$ cat src/logic/qdec_pkg.sv
package qdec_pkg;

    // ********************
    // code geometry
    // ********************

    localparam int CODE_DISTANCE_X = 5;
    localparam int CODE_DISTANCE_Z = 4;

    // larger of the two distances sets the round count
    localparam int MEASUREMENT_ROUNDS = (CODE_DISTANCE_X > CODE_DISTANCE_Z) ?
                                        CODE_DISTANCE_X : CODE_DISTANCE_Z;

    localparam int PER_DIMENSION_WIDTH = $clog2(MEASUREMENT_ROUNDS);
    localparam int ADDRESS_WIDTH       = PER_DIMENSION_WIDTH * 3;  // x, z, round

    // ********************
    // message widths
    // ********************

    localparam int DIRECT_MESSAGE_WIDTH = ADDRESS_WIDTH + 1 + 1;
    localparam int UNION_MESSAGE_WIDTH  = 2 * ADDRESS_WIDTH;       // old root + new root
    localparam int MASTER_FIFO_WIDTH    = UNION_MESSAGE_WIDTH + 2;  // kind tag on top

    localparam int LINK_FIFO_DEPTH = 16;

    typedef struct packed {
        logic [ADDRESS_WIDTH-1:0] address;
        logic                     extra;  // rides along with the neighbor address
    } neighbor_msg_t;

    typedef struct packed {
        logic [ADDRESS_WIDTH-1:0] receiver;
        logic                     is_odd_cardinality_root;
        logic                     is_touching_boundary;
    } direct_msg_t;

    // 00 and 11 keep the two kinds at full hamming distance
    typedef enum logic [1:0] {
        KIND_NEIGHBOR = 2'b00,
        KIND_DIRECT   = 2'b11
    } msg_kind_e;

    typedef struct packed {
        logic [UNION_MESSAGE_WIDTH-ADDRESS_WIDTH-2:0] pad;
        neighbor_msg_t                                msg;
    } neighbor_view_t;

    typedef struct packed {
        logic [UNION_MESSAGE_WIDTH-DIRECT_MESSAGE_WIDTH-1:0] pad;
        direct_msg_t                                         msg;
    } direct_view_t;

    // one payload word, read according to the kind tag
    typedef union packed {
        neighbor_view_t neighbor;
        direct_view_t   direct;
    } master_payload_u;

    typedef struct packed {
        msg_kind_e       kind;
        master_payload_u payload;
    } master_word_t;

endpackage
$ cat src/logic/pu_link_top.sv
`timescale 1ns/1ps

module pu_link_top
    import qdec_pkg::*;
(
    input  logic          clk,
    input  logic          rst_n,

    // ********************
    // side a
    // ********************
    input  neighbor_msg_t a_neighbor_out_data,
    input  logic          a_neighbor_out_valid,
    output logic          a_neighbor_out_ready,
    input  direct_msg_t   a_blocking_out_data,
    input  logic          a_blocking_out_valid,
    output logic          a_blocking_out_ready,
    output neighbor_msg_t a_neighbor_in_data,
    output logic          a_neighbor_in_valid,
    input  logic          a_neighbor_in_ready,
    output direct_msg_t   a_blocking_in_data,
    output logic          a_blocking_in_valid,
    input  logic          a_blocking_in_ready,

    // ********************
    // side b
    // ********************
    input  neighbor_msg_t b_neighbor_out_data,
    input  logic          b_neighbor_out_valid,
    output logic          b_neighbor_out_ready,
    input  direct_msg_t   b_blocking_out_data,
    input  logic          b_blocking_out_valid,
    output logic          b_blocking_out_ready,
    output neighbor_msg_t b_neighbor_in_data,
    output logic          b_neighbor_in_valid,
    input  logic          b_neighbor_in_ready,
    output direct_msg_t   b_blocking_in_data,
    output logic          b_blocking_in_valid,
    input  logic          b_blocking_in_ready,

    output logic          has_flying_messages
);

    master_word_t a_to_b_data;
    logic         a_to_b_valid;
    logic         a_to_b_ready;
    master_word_t b_to_a_data;
    logic         b_to_a_valid;
    logic         b_to_a_ready;
    logic         a_flying;
    logic         b_flying;

    pu_arbitration_unit unit_a (
        .clk                 (clk),
        .rst_n               (rst_n),
        .neighbor_out_data   (a_neighbor_out_data),
        .neighbor_out_valid  (a_neighbor_out_valid),
        .neighbor_out_ready  (a_neighbor_out_ready),
        .blocking_out_data   (a_blocking_out_data),
        .blocking_out_valid  (a_blocking_out_valid),
        .blocking_out_ready  (a_blocking_out_ready),
        .neighbor_in_data    (a_neighbor_in_data),
        .neighbor_in_valid   (a_neighbor_in_valid),
        .neighbor_in_ready   (a_neighbor_in_ready),
        .blocking_in_data    (a_blocking_in_data),
        .blocking_in_valid   (a_blocking_in_valid),
        .blocking_in_ready   (a_blocking_in_ready),
        .master_out_data     (a_to_b_data),
        .master_out_valid    (a_to_b_valid),
        .master_out_ready    (a_to_b_ready),
        .master_in_data      (b_to_a_data),
        .master_in_valid     (b_to_a_valid),
        .master_in_ready     (b_to_a_ready),
        .has_flying_messages (a_flying)
    );

    pu_arbitration_unit unit_b (
        .clk                 (clk),
        .rst_n               (rst_n),
        .neighbor_out_data   (b_neighbor_out_data),
        .neighbor_out_valid  (b_neighbor_out_valid),
        .neighbor_out_ready  (b_neighbor_out_ready),
        .blocking_out_data   (b_blocking_out_data),
        .blocking_out_valid  (b_blocking_out_valid),
        .blocking_out_ready  (b_blocking_out_ready),
        .neighbor_in_data    (b_neighbor_in_data),
        .neighbor_in_valid   (b_neighbor_in_valid),
        .neighbor_in_ready   (b_neighbor_in_ready),
        .blocking_in_data    (b_blocking_in_data),
        .blocking_in_valid   (b_blocking_in_valid),
        .blocking_in_ready   (b_blocking_in_ready),
        .master_out_data     (b_to_a_data),
        .master_out_valid    (b_to_a_valid),
        .master_out_ready    (b_to_a_ready),
        .master_in_data      (a_to_b_data),
        .master_in_valid     (a_to_b_valid),
        .master_in_ready     (a_to_b_ready),
        .has_flying_messages (b_flying)
    );

    // words parked between the units show up as valid on both flags
    assign has_flying_messages = a_flying || b_flying;

endmodule

$ cat src/logic/pu_arbitration_unit.sv
`timescale 1ns/1ps

module pu_arbitration_unit
    import qdec_pkg::*;
(
    input  logic          clk,
    input  logic          rst_n,

    input  neighbor_msg_t neighbor_out_data,
    input  logic          neighbor_out_valid,
    output logic          neighbor_out_ready,

    input  direct_msg_t   blocking_out_data,
    input  logic          blocking_out_valid,
    output logic          blocking_out_ready,

    output neighbor_msg_t neighbor_in_data,
    output logic          neighbor_in_valid,
    input  logic          neighbor_in_ready,

    output direct_msg_t   blocking_in_data,
    output logic          blocking_in_valid,
    input  logic          blocking_in_ready,

    output master_word_t  master_out_data,
    output logic          master_out_valid,
    input  logic          master_out_ready,

    input  master_word_t  master_in_data,
    input  logic          master_in_valid,
    output logic          master_in_ready,

    output logic          has_flying_messages
);

    master_word_t out_din;
    logic         out_wr_en;
    logic         out_full;
    logic         out_empty;

    master_word_t in_head;
    logic         in_rd_en;
    logic         in_full;
    logic         in_empty;

    // ********************
    // send side
    // ********************

    // neighbor wins whenever both sources are valid
    assign neighbor_out_ready = !out_full;
    assign blocking_out_ready = !out_full && !neighbor_out_valid;
    assign out_wr_en          = !out_full && (neighbor_out_valid || blocking_out_valid);

    always_comb begin
        out_din                    = '0;
        out_din.kind               = KIND_DIRECT;
        out_din.payload.direct.msg = blocking_out_data;
        if (neighbor_out_valid) begin
            out_din                      = '0;  // clears the wider direct field
            out_din.kind                 = KIND_NEIGHBOR;
            out_din.payload.neighbor.msg = neighbor_out_data;
        end
    end

    fifo_fwft #(
        .WIDTH (MASTER_FIFO_WIDTH),
        .DEPTH (LINK_FIFO_DEPTH)
    ) out_fifo (
        .clk   (clk),
        .rst_n (rst_n),
        .wr_en (out_wr_en),
        .din   (out_din),
        .rd_en (master_out_ready && !out_empty),
        .dout  (master_out_data),
        .full  (out_full),
        .empty (out_empty)
    );

    assign master_out_valid = !out_empty;

    // ********************
    // receive side
    // ********************

    assign master_in_ready = !in_full;

    fifo_fwft #(
        .WIDTH (MASTER_FIFO_WIDTH),
        .DEPTH (LINK_FIFO_DEPTH)
    ) in_fifo (
        .clk   (clk),
        .rst_n (rst_n),
        .wr_en (master_in_valid && !in_full),
        .din   (master_in_data),
        .rd_en (in_rd_en),
        .dout  (in_head),
        .full  (in_full),
        .empty (in_empty)
    );

    assign neighbor_in_data = in_head.payload.neighbor.msg;
    assign blocking_in_data = in_head.payload.direct.msg;

    // head goes to exactly one sink, popped when that sink takes it
    always_comb begin
        neighbor_in_valid = 1'b0;
        blocking_in_valid = 1'b0;
        in_rd_en          = 1'b0;
        if (!in_empty) begin
            case (in_head.kind)
                KIND_NEIGHBOR: begin
                    neighbor_in_valid = 1'b1;
                    in_rd_en          = neighbor_in_ready;
                end
                KIND_DIRECT: begin
                    blocking_in_valid = 1'b1;
                    in_rd_en          = blocking_in_ready;
                end
                default: ;  // illegal tag, held at head
            endcase
        end
    end

    assign has_flying_messages = neighbor_out_valid || blocking_out_valid ||
                                 neighbor_in_valid  || blocking_in_valid  ||
                                 master_out_valid   || master_in_valid;

    // sending unit zero-fills the payload bits its kind leaves unused
    a_zero_pad : assert property (
        @(posedge clk) disable iff (!rst_n)
        !in_empty |-> ((in_head.kind == KIND_NEIGHBOR) ?
                       (in_head.payload.neighbor.pad == '0) :
                       (in_head.payload.direct.pad == '0))
    ) else $error("nonzero pad bits at in_fifo head");

    // far side only ever writes the two legal tags
    a_legal_kind : assert property (
        @(posedge clk) disable iff (!rst_n)
        !in_empty |-> (in_head.kind == KIND_NEIGHBOR || in_head.kind == KIND_DIRECT)
    ) else $error("illegal kind tag at in_fifo head");

endmodule

$ cat src/logic/fifo_fwft.sv
`timescale 1ns/1ps

module fifo_fwft
    import qdec_pkg::*;
#(
    parameter int WIDTH = MASTER_FIFO_WIDTH,
    parameter int DEPTH = LINK_FIFO_DEPTH  // power of two
) (
    input  logic             clk,
    input  logic             rst_n,
    input  logic             wr_en,
    input  logic [WIDTH-1:0] din,
    input  logic             rd_en,
    output logic [WIDTH-1:0] dout,
    output logic             full,
    output logic             empty
);

    logic [WIDTH-1:0]      mem [DEPTH];
    logic [$clog2(DEPTH):0] wr_ptr;  // top bit is the wrap flag
    logic [$clog2(DEPTH):0] rd_ptr;
    logic                   push;
    logic                   pop;

    assign push = wr_en && !full;
    assign pop  = rd_en && !empty;

    assign empty = (wr_ptr == rd_ptr);
    assign full  = (wr_ptr[$clog2(DEPTH)] != rd_ptr[$clog2(DEPTH)]) &&
                   (wr_ptr[$clog2(DEPTH)-1:0] == rd_ptr[$clog2(DEPTH)-1:0]);

    // head word falls through with no read latency
    assign dout = mem[rd_ptr[$clog2(DEPTH)-1:0]];

    // ********************
    // storage and pointers
    // ********************

    always_ff @(posedge clk) begin
        if (push) begin
            mem[wr_ptr[$clog2(DEPTH)-1:0]] <= din;
        end
    end

    always_ff @(posedge clk or negedge rst_n) begin
        if (!rst_n) begin
            wr_ptr <= '0;
        end else if (push) begin
            wr_ptr <= wr_ptr + 1'b1;
        end
    end

    always_ff @(posedge clk or negedge rst_n) begin
        if (!rst_n) begin
            rd_ptr <= '0;
        end else if (pop) begin
            rd_ptr <= rd_ptr + 1'b1;
        end
    end

    // ********************
    // usage checks
    // ********************

    // the writer must watch full, the reader must watch empty
    a_no_overflow : assert property (
        @(posedge clk) disable iff (!rst_n)
        full |-> !wr_en
    ) else $error("fifo_fwft write while full");

    a_no_underflow : assert property (
        @(posedge clk) disable iff (!rst_n)
        empty |-> !rd_en
    ) else $error("fifo_fwft read while empty");

endmodule

$ cat config.mk
export PLATFORM = sky130hd
export DESIGN_NAME = pu_link_top
export DESIGN_NICKNAME = d
export VERILOG_FILES = /design/src/logic/qdec_pkg.sv /design/src/logic/pu_link_top.sv /design/src/logic/pu_arbitration_unit.sv /design/src/logic/fifo_fwft.sv
export SDC_FILE = /design/constraint.sdc
export NUM_CORES = 1
export LEC_CHECK = 0
export BUFFER_PORTS_ARGS = -buffer_cell sky130_fd_sc_hd__buf_4
export CELL_PAD_IN_SITES_DETAIL_PLACEMENT = 1
export CELL_PAD_IN_SITES_GLOBAL_PLACEMENT = 2
export CORE_MARGIN = 2
export CORE_UTILIZATION = 46
export CTS_BUF_LIST = sky130_fd_sc_hd__clkbuf_2
export DETAILED_ROUTE_END_ITERATION = 6
export PLACE_DENSITY = 0.89
export SLEW_MARGIN = 20
export SYNTH_ARGS = -nofsm -noshare
export SYNTH_HDL_FRONTEND = slang
export SYNTH_SLANG_ARGS = --single-unit
$ cat constraint.sdc
create_clock -name clk -period 2.8 [get_ports clk]
set_input_delay 0 -clock clk [delete_from_list [all_inputs] [get_ports clk]]
set_output_delay 0 -clock clk [all_outputs]
set_load 0.005 [all_outputs]
==> metrics <==
storage element area=24,100 um^2; met2 wire len=~44,000 um; footprint of the multi-input gates=roughly 8400 um^2; outcome=complete, but fails checks; Reg-to-Reg Start=unit_b.out_fifo.rd_ptr[0]$_DFFE_PN0P_; Max Cap Viol=0; Slew HR=roughly a third; Initial Util=a little under half; CP startpoint=unit_b.in_fifo.rd_ptr[0]$_DFFE_PN0P_; Synth top area share=a little over 70%; GR Util All Layers=23.0%; top post-synthesis cells by area=edfxtp_1 (71%), mux4_2 (13%), dfrtp_1 (3.1%); Cells after Synth=about 1,600; initial antenna violation count=3; Row Count=97; sequential element share of the synthesized area=about three quarters; Die Width=around 270 um; met3 WL=a little under 5000 um; worst-case clock buffer depth=3; cell chain of the critical path=buf_6 > buf_12 > mux4_2 > and2_1 > a211oi_2 > a21oi_2 > buf_4; Total Wirelength=between 80,000 and 90,000 um; Clock Skew=between 0.07 and 0.08 ns; Fillers=6,343; worst r2r path cells=8; synth cell count leaders=edfxtp_1 (768), mux4_2 (190), a21oi_1 (64); Tot Pwr=about 47 mW; yosys warns=0; setup violators final=47; FF-to-FF End=unit_b.out_fifo.mem[9][7]$_DFFE_PP_; failing checks=setup timing; M1 wire length=~34,000 um; Die Area=72,700 um^2; critical path startpoint category=flip-flop; Arr. time, crit path=around 3.4 ns; layout cells sized above 1=roughly two fifths; Final GP Congestion=about 0.77; final period demand of the worst path=3.37 ns; Slowest-stage cell, CP=dfrtp_4; DR WL/cell=roughly 27 um; latest clock arrival within the worst-skew pair=approximately 1.4 ns; post-route ant nets=0; endpoints failing hold=0; H-Tree Depth=4; Root Buffer=clkbuf_2; worst-path maximum fanout=6; Port Buffers=approximately 100; Avg Inst Size Synth=20.3 um^2; I/O pins=103; Synth Cell Area=roughly 32,000 um^2; Final Cycle Share=120%; via count=approximately 18,000; Die Y-Extent=approximately 270 um; Crit Path Category=reg2out; Peak VDD IR=~0.00049 V; setup TNS=-23.23 ns; total CTS buffers=~190; 1st-pass router iterations=5; Post-synth ARST share=4.95%; grt ovf=0; Hold Crit Class=in2async; total core area=69,900 um^2; Final Net Count=around 2,100; largest net degree at the start of global routing=52; Worst Max-Slew Pin Slew=1.00 ns; RSZ-0062 raised after global routing=yes; dpl hpwl=45,400 um; Post-synth EDFFs=roughly 770; leading area contributor after synthesis=edfxtp_1; Top Layer Used=met5; slowest stage delay, CP=around 0.49 ns; P&R area growth vs syn=20.4%; top-count cell post-synth=edfxtp_1; clock slew at reported path FFs=0.13 ns; Syn Nets=between 1,500 and 2,000; clock tree from TritonCTS=done; Vias/cell=5.67; synth unique cells=39; Reg2Reg Setup Slack=roughly 0.030 ns; DR iter-0 viols=around 1,400; Main synth FF type=edfxtp_1; Lkg Pwr=around 14 nW; hold_ws=around 0.28 ns; Achievable Freq=around 0.30 GHz; first-pass GRT wire length=between 100,000 and 150,000 um; pre-CTS WS=-0.0661 ns; clock sinks=roughly 810; critical path endpoint category=output port; final worst slack=-0.570 ns; Slew Limit Fails=0; design area=between 30,000 and 40,000 um^2; placed inst area=~35,000 um^2; #FFs+latches synth=808; Power Dens Cells=around 1200 nW/um^2; vias in the first global route=a little under 20,000; DR DRC count=0; worst path required time=2.80 ns
==> routing by layer <==
metal / up-vias / track usage, %
met3: 156 / 5.29
li1: 7455 / -
met1: 9378 / 28.8
met4: 4 / 8.60
met5: - / 0
met2: 723 / 39.2
==> through the flow <==
stage | util [%] | cells
after floorplan | - | 1595
after global placement | 49.6 | 2617
after detailed placement | 49.6 | 2617
after CTS | 55.2 | 3105
after global routing | 55.9 | 3125
final | 55.9 | 3125
==> flip-flops by register name, indices dropped and copies added (netlist names), 192 cells and up <==
| name | flops |
|---|---|
| unit_b.in_fifo.mem | 192 |
| unit_b.out_fifo.mem | 192 |
| unit_a.in_fifo.mem | 192 |
| unit_a.out_fifo.mem | 192 |
==> cell type report <==
class | count | share of cell area, %
inverters | 18 | 0.173
diodes | 1 | 0.00641
clock buffers | 278 | 3.56
repair buffers | 369 | 9.04
multi-input cells | 649 | 21.4
flip-flops and latches | 808 | 61.7
clock inverters | 62 | 1.09
well taps | 940 | 3.01
==> worst max-delay path, delay by kind of cell (launching register included) <==
family / cells / cell delay (ns)
flops: 1 / 0.49
simple gates: 1 / 0.22
compound gates: 2 / 0.37
mux: 1 / 0.49
buf+inv: 3 / 0.44
==> where the power goes <==
part,total [mW],switching (mW),internal (mW)
clock,8.05,4.76,3.29
sequential,18.9,1.09,17.8
combinational,19.9,11.2,8.77
==> placed cells by master (no fill, tap or decap), drive strengths merged, types with 27 or more instances in the layout <==
| cell type | instances |
|---|---|
| edfxtp | 768 |
| clkbuf | 279 |
| buf | 262 |
| mux4 | 190 |
| dlygate4sd3 | 105 |
| a21oi | 64 |
| mux2i | 56 |
| clkinv | 50 |
| and3 | 46 |
| a211oi | 46 |
| nor2b | 44 |
| dfrtp | 40 |
| xnor2 | 28 |
| mux2 | 28 |
| and2 | 27 |
==> what timing repair did <==
item / 4_1_cts / 5_1_grt
gates cloned: 10 / 1
endpoints found under the hold margin: 828 / 0
pin swaps: 31 / 30
setup buffers: 34 / 20
resized for setup: 117 / 68
setup endpoints to repair: 67 / 230
hold buffers: 106 / 0
==> cell families (layout without fill, tap and decap cells) <==
| family | count (synthesis) | after routing | synth area share, % |
|---|---|---|---|
| adder cells (fa/ha/maj) | 20 | 20 | 0.771 |
| AND/OR/NAND/NOR | 175 | 175 | 3.20 |
| other | 0 | 1 | 0 |
| XOR/XNOR | 54 | 54 | 1.46 |
| buffers and inverters | 138 | 727 | 2.00 |
| multiplexers | 274 | 274 | 15.9 |
| AO/OA/AOI/OAI | 126 | 126 | 2.48 |
| flip-flops | 808 | 808 | 74.2 |
==> how the worst max path moves through the flow <==
stage / endpoint / slack, ns / cells past startpoint
after global routing: has_flying_messages / -0.76 / 8
final: b_blocking_in_data[6] / -0.57 / 7
after CTS: b_blocking_in_data[7] / -0.66 / 7
after floorplan: unit_b.out_fifo.mem[3][0]$_DFFE_PP_ / 0.19 / 7
after global placement: unit_a.in_fifo.mem[15][5]$_DFFE_PP_ / 0.20 / 6
after detailed placement: unit_b.in_fifo.mem[12][9]$_DFFE_PP_ / -0.07 / 5
Note: power is estimated with default switching activity, not from simulation.
